===== src/rtl/powerCore_macros.svh =====
`ifndef POWER_CORE_MACROS_SVH
`define POWER_CORE_MACROS_SVH

// data and instruction width
`define WORD_WIDTH 32

// register numbers and file depth
`define REG_ADDR_WIDTH 5
`define REG_COUNT 32

// instruction memory is word addressed
`define IMEM_ADDR_WIDTH 16

// first fetch address after reset
`define RESET_PC 0

`endif


===== src/rtl/powerCorePkg.sv =====
`default_nettype none

`include "powerCore_macros.svh"

package powerCorePkg;

	// all vectors numbered big-endian, bit 0 is the msb
	typedef logic [0:`WORD_WIDTH-1] word_t;
	typedef logic [0:`REG_ADDR_WIDTH-1] regAddr_t;
	typedef logic [0:`IMEM_ADDR_WIDTH-1] instrAddr_t;
	typedef logic [0:5] opcode_t;
	typedef logic [0:9] xOpcode_t;

	// operations understood by the fixed point unit
	typedef enum logic [2:0] {
		FX_ADD,
		FX_SUBF,
		FX_AND,
		FX_OR,
		FX_XOR,
		FX_BRANCH,
		FX_NONE
	} fxOp_t;

	typedef enum logic {
		BUS_IDLE,
		BUS_WAIT_ACK
	} busState_t;

	typedef enum logic [1:0] {
		FETCH_REQUEST,
		FETCH_WAIT_INSTR,
		FETCH_WAIT_RETIRE
	} fetchState_t;

endpackage

`default_nettype wire


===== src/rtl/instrBusMaster.sv =====
`default_nettype none

module instrBusMaster (
	input wire clock_i,
	input wire reset_i,
	input wire fetchReq_i,
	input wire powerCorePkg::instrAddr_t fetchAddr_i,
	output logic instrValid_o,
	output powerCorePkg::word_t instrWord_o,
	output logic wbCyc_o,
	output logic wbStb_o,
	output powerCorePkg::instrAddr_t wbAdr_o,
	input wire powerCorePkg::word_t wbDat_i,
	input wire wbAck_i
);
	import powerCorePkg::*;

	busState_t state;

	// control path
	always_ff @(posedge clock_i)
	begin
		if (reset_i)
		begin
			state <= BUS_IDLE;
			wbCyc_o <= 1'b0;
			wbStb_o <= 1'b0;
			instrValid_o <= 1'b0;
		end
		else
		begin
			instrValid_o <= 1'b0;
			case (state)
				BUS_IDLE:
				begin
					if (fetchReq_i)
					begin
						wbCyc_o <= 1'b1;
						wbStb_o <= 1'b1;
						state <= BUS_WAIT_ACK;
					end
				end
				BUS_WAIT_ACK:
				begin
					// cycle ends on the ack edge
					if (wbAck_i)
					begin
						wbCyc_o <= 1'b0;
						wbStb_o <= 1'b0;
						instrValid_o <= 1'b1;
						state <= BUS_IDLE;
					end
				end
				default: state <= BUS_IDLE;
			endcase
		end
	end

	// address latched with the request, data with the ack
	always_ff @(posedge clock_i)
	begin
		if (state == BUS_IDLE && fetchReq_i)
			wbAdr_o <= fetchAddr_i;
		if (state == BUS_WAIT_ACK && wbAck_i)
			instrWord_o <= wbDat_i;
	end

	//////////////////////////////////////////////////////////////////////
	// bus protocol checks
	//////////////////////////////////////////////////////////////////////

	// an unanswered strobe stays up, and always inside a cycle
	stbHeldInCycle: assert property (@(posedge clock_i) disable iff (reset_i)
		wbStb_o && !wbAck_i |=> wbStb_o && wbCyc_o);

	adrStableWhileWaiting: assert property (@(posedge clock_i) disable iff (reset_i)
		state == BUS_WAIT_ACK && !wbAck_i |=> $stable(wbAdr_o));

endmodule

`default_nettype wire


===== src/rtl/fetchUnit.sv =====
`default_nettype none

`include "powerCore_macros.svh"

module fetchUnit (
	input wire clock_i,
	input wire reset_i,
	input wire retire_i,
	input wire redirect_i,
	input wire powerCorePkg::instrAddr_t target_i,
	output logic fetchReq_o,
	output powerCorePkg::instrAddr_t fetchAddr_o,
	input wire instrValid_i,
	input wire powerCorePkg::word_t instrWord_i,
	output logic decodeValid_o,
	output powerCorePkg::word_t decodeWord_o,
	output powerCorePkg::instrAddr_t decodePc_o
);
	import powerCorePkg::*;

	fetchState_t state;
	instrAddr_t pc;

	// one request per instruction, issued from the request state
	assign fetchReq_o = (state == FETCH_REQUEST);
	assign fetchAddr_o = pc;

	// returned word goes straight on to decode with its address
	assign decodeValid_o = instrValid_i && (state == FETCH_WAIT_INSTR);
	assign decodeWord_o = instrWord_i;
	assign decodePc_o = pc;

	always_ff @(posedge clock_i)
	begin
		if (reset_i)
		begin
			state <= FETCH_REQUEST;
			pc <= instrAddr_t'(`RESET_PC);
		end
		else
		begin
			case (state)
				FETCH_REQUEST: state <= FETCH_WAIT_INSTR;
				FETCH_WAIT_INSTR:
				begin
					if (instrValid_i)
						state <= FETCH_WAIT_RETIRE;
				end
				FETCH_WAIT_RETIRE:
				begin
					// next pc only known once the instruction retires
					if (retire_i)
					begin
						pc <= redirect_i ? target_i : pc + 1'b1;
						state <= FETCH_REQUEST;
					end
				end
				default: state <= FETCH_REQUEST;
			endcase
		end
	end

	// one instruction in flight
	noReqWhileWaiting: assert property (@(posedge clock_i) disable iff (reset_i)
		state == FETCH_WAIT_RETIRE && !retire_i |=> !fetchReq_o);

	retireOnlyWhenWaiting: assert property (@(posedge clock_i) disable iff (reset_i)
		retire_i |-> state == FETCH_WAIT_RETIRE);

endmodule

`default_nettype wire


===== src/rtl/decodeUnit.sv =====
`default_nettype none

module decodeUnit (
	input wire clock_i,
	input wire reset_i,
	input wire valid_i,
	input wire powerCorePkg::word_t instr_i,
	input wire powerCorePkg::instrAddr_t pc_i,
	output logic valid_o,
	output powerCorePkg::fxOp_t op_o,
	output powerCorePkg::regAddr_t dest_o,
	output powerCorePkg::regAddr_t ra_o,
	output powerCorePkg::regAddr_t rb_o,
	output powerCorePkg::word_t imm_o,
	output logic useImm_o,
	output logic raIsZero_o,
	output logic writeEnable_o,
	output powerCorePkg::instrAddr_t pc_o
);
	import powerCorePkg::*;

	// primary opcodes
	localparam opcode_t OP_ADDI = 6'd14;
	localparam opcode_t OP_ADDIS = 6'd15;
	localparam opcode_t OP_B = 6'd18;
	localparam opcode_t OP_ORI = 6'd24;
	localparam opcode_t OP_ORIS = 6'd25;
	localparam opcode_t OP_XORI = 6'd26;
	localparam opcode_t OP_ANDI = 6'd28;
	localparam opcode_t OP_XFORM = 6'd31;

	// extended opcodes under 31
	localparam xOpcode_t XO_ADD = 10'd266;
	localparam xOpcode_t XO_SUBF = 10'd40;
	localparam xOpcode_t XO_AND = 10'd28;
	localparam xOpcode_t XO_OR = 10'd444;
	localparam xOpcode_t XO_XOR = 10'd316;

	opcode_t opcode;
	xOpcode_t xOpcode;
	regAddr_t rtField;
	regAddr_t raField;
	regAddr_t rbField;
	fxOp_t opNext;
	regAddr_t destNext;
	regAddr_t raNext;
	word_t immNext;
	logic useImmNext;
	logic raIsZeroNext;

	assign opcode = instr_i[0:5];
	assign rtField = instr_i[6:10];
	assign raField = instr_i[11:15];
	assign rbField = instr_i[16:20];
	assign xOpcode = instr_i[21:30];

	always_comb
	begin
		opNext = FX_NONE;
		destNext = rtField;
		raNext = raField;
		immNext = {{16{instr_i[16]}}, instr_i[16:31]};
		useImmNext = 1'b1;
		raIsZeroNext = 1'b0;
		case (opcode)
			OP_ADDI, OP_ADDIS:
			begin
				opNext = FX_ADD;
				raIsZeroNext = (raField == '0);
				if (opcode == OP_ADDIS)
					immNext = {instr_i[16:31], 16'h0000};
			end
			OP_ORI, OP_ORIS, OP_XORI, OP_ANDI:
			begin
				// logical D-form writes rA from rS
				destNext = raField;
				raNext = rtField;
				immNext = {16'h0000, instr_i[16:31]};
				if (opcode == OP_ORIS)
					immNext = {instr_i[16:31], 16'h0000};
				case (opcode)
					OP_XORI: opNext = FX_XOR;
					OP_ANDI: opNext = FX_AND;
					default: opNext = FX_OR;
				endcase
			end
			OP_B:
			begin
				// relative, no link; LI is already a word offset
				if (!instr_i[30] && !instr_i[31])
					opNext = FX_BRANCH;
				immNext = {{8{instr_i[6]}}, instr_i[6:29]};
				raIsZeroNext = 1'b1;
			end
			OP_XFORM:
			begin
				useImmNext = 1'b0;
				case (xOpcode)
					XO_ADD: opNext = FX_ADD;
					XO_SUBF: opNext = FX_SUBF;
					XO_AND: opNext = FX_AND;
					XO_OR: opNext = FX_OR;
					XO_XOR: opNext = FX_XOR;
					default: opNext = FX_NONE;
				endcase
				if (xOpcode == XO_AND || xOpcode == XO_OR || xOpcode == XO_XOR)
				begin
					destNext = raField;
					raNext = rtField;
				end
			end
			default: opNext = FX_NONE;
		endcase
	end

	always_ff @(posedge clock_i)
	begin
		if (reset_i)
			valid_o <= 1'b0;
		else
			valid_o <= valid_i;
	end

	always_ff @(posedge clock_i)
	begin
		if (valid_i)
		begin
			op_o <= opNext;
			dest_o <= destNext;
			ra_o <= raNext;
			rb_o <= rbField;
			imm_o <= immNext;
			useImm_o <= useImmNext;
			raIsZero_o <= raIsZeroNext;
			// branches and unknown encodings write nothing
			writeEnable_o <= (opNext != FX_NONE) && (opNext != FX_BRANCH);
			pc_o <= pc_i;
		end
	end

endmodule

`default_nettype wire


===== src/rtl/registerUnit.sv =====
`default_nettype none

`include "powerCore_macros.svh"

module registerUnit (
	input wire clock_i,
	input wire reset_i,
	input wire valid_i,
	input wire powerCorePkg::fxOp_t op_i,
	input wire powerCorePkg::regAddr_t dest_i,
	input wire powerCorePkg::regAddr_t ra_i,
	input wire powerCorePkg::regAddr_t rb_i,
	input wire powerCorePkg::word_t imm_i,
	input wire useImm_i,
	input wire raIsZero_i,
	input wire writeEnable_i,
	input wire powerCorePkg::instrAddr_t pc_i,
	input wire wbEnable_i,
	input wire powerCorePkg::regAddr_t wbAddr_i,
	input wire powerCorePkg::word_t wbData_i,
	input wire powerCorePkg::regAddr_t debugAddr_i,
	output powerCorePkg::word_t debugData_o,
	output logic valid_o,
	output powerCorePkg::fxOp_t op_o,
	output powerCorePkg::word_t operandA_o,
	output powerCorePkg::word_t operandB_o,
	output powerCorePkg::regAddr_t dest_o,
	output logic writeEnable_o,
	output powerCorePkg::instrAddr_t pc_o
);
	import powerCorePkg::*;

	word_t regFile [0:`REG_COUNT-1];

	//////////////////////////////////////////////////////////////////////
	// register array with writeback
	//////////////////////////////////////////////////////////////////////

	always_ff @(posedge clock_i)
	begin
		if (reset_i)
		begin
			for (int i = 0; i < `REG_COUNT; i++)
				regFile[i] <= '0;
		end
		else if (wbEnable_i)
			regFile[wbAddr_i] <= wbData_i;
	end

	// debug port sees the array directly
	assign debugData_o = regFile[debugAddr_i];

	//////////////////////////////////////////////////////////////////////
	// operand read stage
	//////////////////////////////////////////////////////////////////////

	always_ff @(posedge clock_i)
	begin
		if (reset_i)
			valid_o <= 1'b0;
		else
			valid_o <= valid_i;
	end

	always_ff @(posedge clock_i)
	begin
		if (valid_i)
		begin
			// rA of 0 reads as zero for addi, addis and b
			operandA_o <= raIsZero_i ? '0 : regFile[ra_i];
			operandB_o <= useImm_i ? imm_i : regFile[rb_i];
			op_o <= op_i;
			dest_o <= dest_i;
			writeEnable_o <= writeEnable_i;
			pc_o <= pc_i;
		end
	end

endmodule

`default_nettype wire


===== src/rtl/fixedPointUnit.sv =====
`default_nettype none

`include "powerCore_macros.svh"

module fixedPointUnit (
	input wire clock_i,
	input wire reset_i,
	input wire valid_i,
	input wire powerCorePkg::fxOp_t op_i,
	input wire powerCorePkg::word_t operandA_i,
	input wire powerCorePkg::word_t operandB_i,
	input wire powerCorePkg::regAddr_t dest_i,
	input wire writeEnable_i,
	input wire powerCorePkg::instrAddr_t pc_i,
	output logic wbEnable_o,
	output powerCorePkg::regAddr_t wbAddr_o,
	output powerCorePkg::word_t wbData_o,
	output logic retire_o,
	output powerCorePkg::instrAddr_t retirePc_o,
	output logic redirect_o,
	output powerCorePkg::instrAddr_t target_o
);
	import powerCorePkg::*;

	word_t result;
	word_t branchSum;

	always_comb
	begin
		case (op_i)
			FX_ADD: result = operandA_i + operandB_i;
			// subf is rB minus rA
			FX_SUBF: result = operandB_i - operandA_i;
			FX_AND: result = operandA_i & operandB_i;
			FX_OR: result = operandA_i | operandB_i;
			FX_XOR: result = operandA_i ^ operandB_i;
			default: result = '0;
		endcase
	end

	// word offset added to the word address of the branch
	assign branchSum = word_t'(pc_i) + operandB_i;

	always_ff @(posedge clock_i)
	begin
		if (reset_i)
		begin
			wbEnable_o <= 1'b0;
			retire_o <= 1'b0;
			redirect_o <= 1'b0;
		end
		else
		begin
			wbEnable_o <= valid_i && writeEnable_i;
			retire_o <= valid_i;
			redirect_o <= valid_i && (op_i == FX_BRANCH);
		end
	end

	always_ff @(posedge clock_i)
	begin
		if (valid_i)
		begin
			wbAddr_o <= dest_i;
			wbData_o <= result;
			retirePc_o <= pc_i;
			target_o <= branchSum[`WORD_WIDTH-`IMEM_ADDR_WIDTH:`WORD_WIDTH-1];
		end
	end

	redirectOnlyOnRetire: assert property (@(posedge clock_i) disable iff (reset_i)
		redirect_o |-> retire_o);

	// with one instruction in flight retires never come back to back
	retireIsolated: assert property (@(posedge clock_i) disable iff (reset_i)
		retire_o |=> !retire_o);

endmodule

`default_nettype wire


===== src/rtl/powerCore.sv =====
`default_nettype none

module powerCore (
	input wire clock_i,
	input wire reset_i,
	output logic wbCyc_o,
	output logic wbStb_o,
	output powerCorePkg::instrAddr_t wbAdr_o,
	input wire powerCorePkg::word_t wbDat_i,
	input wire wbAck_i,
	input wire powerCorePkg::regAddr_t debugAddr_i,
	output powerCorePkg::word_t debugData_o,
	output logic retire_o,
	output powerCorePkg::instrAddr_t retirePc_o
);
	import powerCorePkg::*;

	// fetch and bus
	logic fetchReq;
	instrAddr_t fetchAddr;
	logic instrValid;
	word_t instrWord;
	logic redirect;
	instrAddr_t target;

	// fetch to decode
	logic decodeValid;
	word_t decodeWord;
	instrAddr_t decodePc;

	// decode to register read
	logic decValid;
	fxOp_t decOp;
	regAddr_t decDest;
	regAddr_t decRa;
	regAddr_t decRb;
	word_t decImm;
	logic decUseImm;
	logic decRaIsZero;
	logic decWriteEnable;
	instrAddr_t decPc;

	// register read to execute
	logic opValid;
	fxOp_t opOp;
	word_t operandA;
	word_t operandB;
	regAddr_t opDest;
	logic opWriteEnable;
	instrAddr_t opPc;

	// writeback
	logic wbEnable;
	regAddr_t wbAddr;
	word_t wbData;

	instrBusMaster u_instrBusMaster (
		.clock_i(clock_i),
		.reset_i(reset_i),
		.fetchReq_i(fetchReq),
		.fetchAddr_i(fetchAddr),
		.instrValid_o(instrValid),
		.instrWord_o(instrWord),
		.wbCyc_o(wbCyc_o),
		.wbStb_o(wbStb_o),
		.wbAdr_o(wbAdr_o),
		.wbDat_i(wbDat_i),
		.wbAck_i(wbAck_i)
	);

	fetchUnit u_fetchUnit (
		.clock_i(clock_i),
		.reset_i(reset_i),
		.retire_i(retire_o),
		.redirect_i(redirect),
		.target_i(target),
		.fetchReq_o(fetchReq),
		.fetchAddr_o(fetchAddr),
		.instrValid_i(instrValid),
		.instrWord_i(instrWord),
		.decodeValid_o(decodeValid),
		.decodeWord_o(decodeWord),
		.decodePc_o(decodePc)
	);

	decodeUnit u_decodeUnit (
		.clock_i(clock_i),
		.reset_i(reset_i),
		.valid_i(decodeValid),
		.instr_i(decodeWord),
		.pc_i(decodePc),
		.valid_o(decValid),
		.op_o(decOp),
		.dest_o(decDest),
		.ra_o(decRa),
		.rb_o(decRb),
		.imm_o(decImm),
		.useImm_o(decUseImm),
		.raIsZero_o(decRaIsZero),
		.writeEnable_o(decWriteEnable),
		.pc_o(decPc)
	);

	registerUnit u_registerUnit (
		.clock_i(clock_i),
		.reset_i(reset_i),
		.valid_i(decValid),
		.op_i(decOp),
		.dest_i(decDest),
		.ra_i(decRa),
		.rb_i(decRb),
		.imm_i(decImm),
		.useImm_i(decUseImm),
		.raIsZero_i(decRaIsZero),
		.writeEnable_i(decWriteEnable),
		.pc_i(decPc),
		.wbEnable_i(wbEnable),
		.wbAddr_i(wbAddr),
		.wbData_i(wbData),
		.debugAddr_i(debugAddr_i),
		.debugData_o(debugData_o),
		.valid_o(opValid),
		.op_o(opOp),
		.operandA_o(operandA),
		.operandB_o(operandB),
		.dest_o(opDest),
		.writeEnable_o(opWriteEnable),
		.pc_o(opPc)
	);

	fixedPointUnit u_fixedPointUnit (
		.clock_i(clock_i),
		.reset_i(reset_i),
		.valid_i(opValid),
		.op_i(opOp),
		.operandA_i(operandA),
		.operandB_i(operandB),
		.dest_i(opDest),
		.writeEnable_i(opWriteEnable),
		.pc_i(opPc),
		.wbEnable_o(wbEnable),
		.wbAddr_o(wbAddr),
		.wbData_o(wbData),
		.retire_o(retire_o),
		.retirePc_o(retirePc_o),
		.redirect_o(redirect),
		.target_o(target)
	);

endmodule

`default_nettype wire


===== config.mk =====
export PLATFORM = sky130hd
export DESIGN_NAME = powerCore
export DESIGN_NICKNAME = d
export VERILOG_FILES = /design/src/rtl/powerCorePkg.sv /design/src/rtl/instrBusMaster.sv /design/src/rtl/fetchUnit.sv /design/src/rtl/decodeUnit.sv /design/src/rtl/registerUnit.sv /design/src/rtl/fixedPointUnit.sv /design/src/rtl/powerCore.sv
export VERILOG_INCLUDE_DIRS = /design/src /design/src/rtl
export SDC_FILE = /design/constraint.sdc
export NUM_CORES = 2
export LEC_CHECK = 0
export ABC_AREA = 0
export BUFFER_PORTS_ARGS = -buffer_cell sky130_fd_sc_hd__clkbuf_2
export CAP_MARGIN = 20
export CORE_UTILIZATION = 40
export CTS_CLUSTER_DIAMETER = 200
export DETAILED_ROUTE_END_ITERATION = 6
export GPL_TIMING_DRIVEN = 0
export SYNTH_ARGS = -nofsm -noshare
export SYNTH_HDL_FRONTEND = slang
export SYNTH_SLANG_ARGS = --single-unit

===== constraint.sdc =====
create_clock -name clock_i -period 5.2 [get_ports clock_i]
set_input_delay 0.52 -clock clock_i [delete_from_list [all_inputs] [get_ports clock_i]]
set_output_delay 0.52 -clock clock_i [all_outputs]
set_load 0.05 [all_outputs]

# Word-level counts from Yosys, hierarchy flattened
# Memories as Yosys holds them, arrays and structs flattened. A register that Yosys moved wholly into a read port is not among the register bits.
# Cells that the tools add are included.
[totals]
in_bits = 40
memories = 1
ram_bits = 1024
output_inout_bits = 67
ff_bits = 269
elab_cells = 121
[op_classes]
bitwise = 4
n_addsub = 4
eq_ne = 26
n_reduce_logical = 21
mux = 35
[memory_table]
columns = ["memory", "words", "width", "rd", "rd_clocked_by_memory_dff", "write_ports", "line_no", "rtl"]
rows = [
  ["u_registerUnit.regFile", 32, 32, 3, 2, 32, "registerUnit.sv:33", "word_t regFile [0:`REG_COUNT-1];"],
]
[ops]
columns = ["cell", "count"]
rows = [
  ["32-bit one-hot mux with 5 select lines", 1],
  ["32-bit 2-to-1 mux", 3],
  ["32-bit one-hot mux with 3 select lines", 1],
  ["6-bit by 5-bit equality test with 1-bit output, second input constant", 6],
  ["32-bit adder", 1],
  ["32-bit AND", 1],
  ["32-bit bitwise OR", 1],
  ["32-bit OR reduction", 1],
  ["32-bit subtractor", 1],
  ["32-bit bitwise XOR", 1],
  ["31-bit 2-to-1 mux", 1],
  ["10-bit by 9-bit equality test with 1-bit output, second input constant", 3],
  ["5-bit 2-to-1 mux", 4],
  ["5-bit one-hot mux with 2 select lines", 2],
  ["16-bit by 1-bit adder with 16-bit output, second input constant", 1],
  ["16-bit adder", 1],
  ["16-bit 2-to-1 mux", 1],
  ["3-bit one-hot mux with 5 select lines", 1],
  ["6-bit by 4-bit equality test with 1-bit output, second input constant", 2],
  ["1-bit 2-to-1 mux", 12],
  ["3-bit one-hot mux with 4 select lines", 1],
  ["10-bit by 5-bit equality test with 1-bit output, second input constant", 1],
  ["10-bit by 6-bit equality test with 1-bit output, second input constant", 1],
  ["1-bit logical AND", 7],
  ["other kinds (21)", 35],
]

# Logic depth before layout (Yosys ltp)
[depth]
ltp_word = 6
depth_mapped = 19
mapped_depth_nobuf = 18

# Modules after synthesis
# A second synthesis with hierarchy kept.
[unflattened]
hier_cells = 5713
area_unflattened_um2 = 79005.8
[by_module_without_submodules]
columns = ["mod", "area_each_um2", "cells_per_inst", "n_inst", "seq_area_each_um2"]
rows = [
  ["registerUnit", 65870.7, 4482, 1, 33442.1],
  ["fixedPointUnit", 6986.7, 769, 1, 2132.0],
  ["decodeUnit", 3084.2, 207, 1, 2092.0],
  ["instrBusMaster", 1565.3, 59, 1, 1501.4],
  ["fetchUnit", 1498.9, 196, 1, 360.3],
]

# Least setup slack after synthesis
# OpenSTA, ideal clock, no wires.
[synth_timing]
kind = "register to register"
startpoint = "reg u_registerUnit.operandA_o[4] (read register of u_registerUnit.regFile)"
endpoint = "reg u_fixedPointUnit.wbData_o[31], data pin"
path_buffers = 2
synth_period_minus_slack_ps = 4428
t_required_ps = 4939
stages_incl_launch_ff = 18
slack_ps = 772
t_arrival_ps = 4167
setup_time_ps = 261
path_cell_list = "edfxtp_1 > or4_4 > or3_4 > or4_1 > clkbuf_1 > nor4_1 > nor2_1 > xnor2_1 > ha_1 > clkbuf_1 > a21o_1 > a21o_1 > a2111oi_0 > o21a_1 > and2_1 > a22oi_1 > xnor2_1 > a221o_1"
[synth_between]
elab_chain_len = 2
word_cells_on_any_way = 3
classes_between = "add/sub: 2; mux: 1"
[synth_lines]
columns = ["item", "line_no", "rtl"]
rows = [
  ["from (decl)", "registerUnit.sv:25", "output powerCorePkg::word_t operandA_o,"],
  ["32-bit subtractor or 32-bit adder (tied branches)", "fixedPointUnit.sv:33, fixedPointUnit.sv:31", ""],
  ["32-bit one-hot mux with 5 select lines (*)", "fixedPointUnit.sv:30", "case (op_i)"],
  ["named net u_fixedPointUnit.result[31]", "fixedPointUnit.sv:25", "word_t result;"],
  ["to (signal assigned)", "fixedPointUnit.sv:65", "wbData_o <= result;"],
  ["to (decl)", "fixedPointUnit.sv:17", "output powerCorePkg::word_t wbData_o,"],
]
# Mark *: on every way through the listed nets, which the timed path passes. The rest lies on a longest branch.
# A chain may end at the register's enable or synchronous reset.

# Worst setup path in the final report
[layout_timing]
startpoint = "reg u_registerUnit.op_o[1]"
endpoint = "reg u_fixedPointUnit.wbData_o[29], data pin"
[layout_between]
elab_chain_len = 2
word_cells_on_any_way = 6
classes_between = "eq/ne: 4; mux: 1; reduce/logical: 1"
[layout_lines]
columns = ["item", "line_no", "rtl"]
rows = [
  ["from (decl)", "registerUnit.sv:24", "output powerCorePkg::fxOp_t op_o,"],
  ["from (signal assigned)", "registerUnit.sv:72", "op_o <= op_i;"],
  ["3-bit equality test, or another cell as far along", "fixedPointUnit.sv:30", ""],
  ["32-bit one-hot mux with 5 select lines (*)", "fixedPointUnit.sv:30", ""],
  ["named net u_fixedPointUnit.result[29]", "fixedPointUnit.sv:25", ""],
]
# Marks and branches as above.

==> results.rst <==
.. list-table::
   :header-rows: 1

   * - Metric
     - Value
   * - Reported leakage power
     - 31.3 nW
   * - Largest fanout on the critical path
     - 10
   * - 1st-pass router iterations
     - 6
   * - Number of global-route vias before repair
     - 50200
   * - Number of flip-flops and latches in the synthesized netlist
     - 1330
   * - Register-to-register path setup slack
     - 0.15 ns
   * - DIE HEIGHT
     - 442 um
   * - Share of post-route cells with drive strength above 1
     - 0.277
   * - Most common cell after layout, fill and taps aside
     - sky130_fd_sc_hd__edfxtp_1
   * - Synth Flop Type
     - sky130_fd_sc_hd__edfxtp_1
   * - Part of the cycle the worst path needs
     - 0.970
   * - Fraction of post-synthesis cell area in the top cell type by area
     - 0.503
   * - Synth area leaders
     - sky130_fd_sc_hd__edfxtp_1 50%, sky130_fd_sc_hd__mux4_2 28%, sky130_fd_sc_hd__and2_1 8.3%, sky130_fd_sc_hd__clkbuf_1 1.8%, sky130_fd_sc_hd__ha_1 1.8%
   * - Core utilization of the finished layout
     - 0.463
   * - Starting density of the core
     - 0.403
   * - Synthesized area divided by synthesized cell count
     - 15.5 um^2
   * - Number of nets in the layout
     - 5586
   * - First-pass GRT wire length
     - 398000 um
   * - Commonest non-fill, non-tap cells in the layout
     - 1299 x sky130_fd_sc_hd__edfxtp_1, 1032 x sky130_fd_sc_hd__and2_1, 960 x sky130_fd_sc_hd__mux4_2
   * - Average detailed-routed wire length per instance
     - 35.8 um
   * - Met1 track demand over resource in global routing
     - 0.398
   * - Post-DP HPWL
     - 220000 um
   * - Startpoint-to-endpoint class of the critical path
     - reg2reg
   * - IO buf count
     - 101
   * - Worst Reg-to-Reg Cells
     - 16
   * - CP Capture Type
     - flop
   * - Synth unique cells
     - 72
   * - Power Dens Cells
     - 293 nW/um^2
   * - Transition time at the pin with the least slew margin
     - 1.29 ns
   * - R2r endpoint
     - u_fixedPointUnit.wbData_o[29]
   * - Core outline area
     - 193000 um^2
   * - Required @ worst endpoint
     - 5.87 ns
   * - Final hold violation count
     - 0
   * - Die area
     - 196000 um^2
   * - Met2 usage
     - 0.435
   * - GR peak layer
     - met2
   * - Worst Hold Class
     - in2reg
   * - Cell chain of the critical path
     - inv_1, nand2_1, nor2_2, clkbuf_4, nor2_1, xnor2_1, ha_1, clkbuf_1, a21oi_1, o21ai_0, a211oi_2, a2111oi_4, o21ai_0, o21ai_0, or4b_1, nand3_1
   * - Number of clock sinks seen by CTS
     - 1330
   * - TritonCTS clock tree
     - done
   * - Routability Congestion
     - 0.972
   * - Chip Width
     - 442 um
   * - CTS Root Buffer Type
     - sky130_fd_sc_hd__clkbuf_16
   * - Rows
     - 161
   * - Number of antenna-violating nets in the routed design
     - 0
   * - Result of the run
     - complete, no violations
   * - H-tree level count
     - 4
   * - Post-CTS clock slew at the launch and capture registers of the worst setup and hold paths
     - 0.07 ns
   * - Slowest cell on the critical path
     - sky130_fd_sc_hd__edfxtp_1
   * - Maximum number of pins on one net before global-route repair
     - 75
   * - Final number of max-transition violations
     - 0
   * - Syn nets
     - 5167
   * - Remaining routing DRC violations
     - 0
   * - Max Freq
     - 0.198 GHz
   * - Biggest area consumer among synthesized cells
     - sky130_fd_sc_hd__edfxtp_1
   * - I/O pin cnt
     - 107
   * - Peak supply drop
     - 0.385 mV
   * - Clock network latency to the later pin of the worst-skew pair
     - 0.84 ns
   * - Critical Path AT
     - 5.72 ns
   * - Buffers from clock root to sink, at most
     - 3
   * - Worst R2R Start
     - u_registerUnit.op_o[1]
   * - Sequential cell area
     - 39600 um^2
   * - Yosys warning total
     - 0
   * - Final Setup Violations
     - 0
   * - Cell depth of the worst hold path
     - 2
   * - Final std cells w/o fill
     - 8094
   * - Number of enable-type register cells in the synthesized netlist
     - 1299
   * - Number of buffers created by CTS
     - 152
   * - Number of antenna violations at the first check in global routing
     - 11
   * - Post-Place Cells
     - 7742
   * - Slew Limit Headroom
     - 0.143
   * - Sequential cell area fraction in the yosys report
     - 0.511
   * - Stage delay of the slowest cell on the critical path
     - 0.58 ns
   * - Setup clock skew after layout
     - 0.0619 ns
   * - Number of violations of the max-capacitance limit
     - 0
   * - Crit start category
     - flop
   * - Met3 Track Usage GR
     - 0.0663
   * - Post-synthesis instance area
     - 77600 um^2
   * - Vias after detailed routing
     - 52100
   * - Fraction of registers with async set/reset
     - 0
   * - RSZ-0062 raised after global routing
     - no
   * - Initial drt markers
     - 7968
   * - Most used cell along the critical path
     - sky130_fd_sc_hd__o21ai_0
   * - Minimum clock period
     - 5.05 ns
   * - Hold Path End
     - u_instrBusMaster.instrWord_o[9]
   * - Number of inserted filler cells in the final layout
     - 16700
   * - Global-route usage over all layers
     - 0.294
   * - Layout overhead on the synthesized area
     - 14.9%
   * - Multi-input combinational cell area
     - 35900 um^2
   * - Sum of overflow across all layers after global routing
     - 0
   * - Routed vias/inst
     - 6.44
   * - Count of mapped cells out of synthesis
     - 5013
   * - DRT Wirelength
     - 290000 um
   * - Min-Delay Startpoint
     - wbDat_i[9]
[stage by stage]
stage | hold WS (ns) | worst slack (ns) | setup TNS (ns) | cell area (um^2) | total power, mW
floorplan | 0.400 | 0.772 | 0 | 77600 | 13.9
global placement | 0.404 | -0.890 | -8.76 | 81200 | 14.7
detailed placement | 0.405 | -0.848 | -8.42 | 83000 | 14.9
CTS | 0.351 | 0.00224 | 0 | 88600 | 26.2
global route | 0.390 | 0.0111 | 0 | 89100 | 26.6
finish | 0.410 | 0.154 | 0 | 89100 | 26.2
[worst max-delay path by stage]
| stage | startpoint | to | slack, ns |
|---|---|---|---|
| 3_5_place_dp | u_registerUnit.op_o[2] | u_fixedPointUnit.wbData_o[29] | -0.85 |
| 4_1_cts | u_registerUnit.op_o[2] | u_fixedPointUnit.wbData_o[31] | 0.002 |
| 2_1_floorplan | u_registerUnit.operandA_o[4] | u_fixedPointUnit.wbData_o[31] | 0.77 |
| 3_3_place_gp | u_registerUnit.op_o[2] | u_fixedPointUnit.wbData_o[29] | -0.89 |
| 5_1_grt | u_registerUnit.operandA_o[13] | u_fixedPointUnit.wbData_o[31] | 0.01 |
| 6_report | u_registerUnit.op_o[1] | u_fixedPointUnit.wbData_o[29] | 0.15 |
[Yosys cell counts, types with 28 or more instances]
cell type,number
sky130_fd_sc_hd__a211oi_1,33
sky130_fd_sc_hd__a21o_1,28
sky130_fd_sc_hd__o21ai_0,114
sky130_fd_sc_hd__inv_1,85
sky130_fd_sc_hd__edfxtp_1,1299
sky130_fd_sc_hd__nand2_1,111
sky130_fd_sc_hd__nor2_1,156
sky130_fd_sc_hd__mux2_2,44
sky130_fd_sc_hd__buf_1,101
sky130_fd_sc_hd__and2_1,1032
sky130_fd_sc_hd__clkbuf_1,382
sky130_fd_sc_hd__a21oi_1,106
sky130_fd_sc_hd__xnor2_1,54
sky130_fd_sc_hd__dfxtp_1,31
sky130_fd_sc_hd__mux4_2,960
sky130_fd_sc_hd__mux2i_1,68
sky130_fd_sc_hd__ha_1,112
sky130_fd_sc_hd__nand3_1,35
sky130_fd_sc_hd__or2_2,35
[worst max-delay path: cells and delay by family (launching register included)]
kind                       cells  cell delay (ns)
DFF                            1             0.58
AOI/OAI and AO/OA              6             1.70
adders and majority gates      1             0.25
and+or+nand+nor                5             1.44
xor gates and xnor gates       1             0.16
buffers and inverters          3             0.76
[area by class of cell]
class                      count  area share
timing repair buffer         269      0.0345
buffer                       487      0.0208
clock buffer                 179      0.0451
sequential                  1330       0.445
tap                         2526      0.0355
multi-input combinational   3105       0.402
clock inverter               101      0.0132
inverter                      87     0.00369
antenna                       10    0.000281
[report_power, final]
group | internal, mW | switching, mW | total, mW
logic | 1.04 | 1.43 | 2.48
registers | 12.0 | 0.221 | 12.3
clock network | 6.69 | 4.73 | 11.4
total | 19.8 | 6.38 | 26.2
[flip-flops by register name, indices dropped and copies added (netlist names), 16 cells and up, named ones only]
name                          count
u_instrBusMaster.instrWord_o     32
u_registerUnit.operandA_o        32
u_fixedPointUnit.retirePc_o      16
u_registerUnit.operandB_o        32
u_decodeUnit.imm_o               32
u_registerUnit.pc_o              16
u_registerUnit.regFile         1024
u_fetchUnit.decodePc_o           16
u_decodeUnit.pc_o                16
u_fixedPointUnit.target_o        16
u_fixedPointUnit.wbData_o        32
u_instrBusMaster.wbAdr_o         16
[cells by family (layout without fill, tap and decap cells)]
| family | after synthesis | in the layout | synth area share |
|---|---|---|---|
| AOI/OAI and AO/OA | 390 | 390 | 0.0316 |
| adders and majority gates | 114 | 114 | 0.0186 |
| muxes | 1072 | 1072 | 0.294 |
| buffers and inverters | 578 | 1123 | 0.0281 |
| and+or+nand+nor | 1459 | 1459 | 0.109 |
| other | 0 | 10 | 0 |
| DFF | 1330 | 1330 | 0.511 |
| xor gates and xnor gates | 70 | 70 | 0.00790 |
[what timing repair did]
| action | in CTS | in global routing |
|---|---|---|
| endpoints found under the setup margin | 21 | 14 |
| hold endpoints to repair | 34 | 0 |
| pin swaps | 1 | 2 |
| hold buffers | 34 | 0 |
| setup buffers | 2 | 4 |
| gates resized for setup | 14 | 14 |
[metal layers]
layer / share of wire / vias up / routed length (um)
li1: - / 20700 / -
met1: 0.38 / 27200 / 111000
met2: 0.44 / 3607 / 128000
met3: 0.11 / 645 / 30500
met4: 0.070 / 2 / 20300
met5: 0.000048 / - / 14
(Power assumes the default switching activity.)
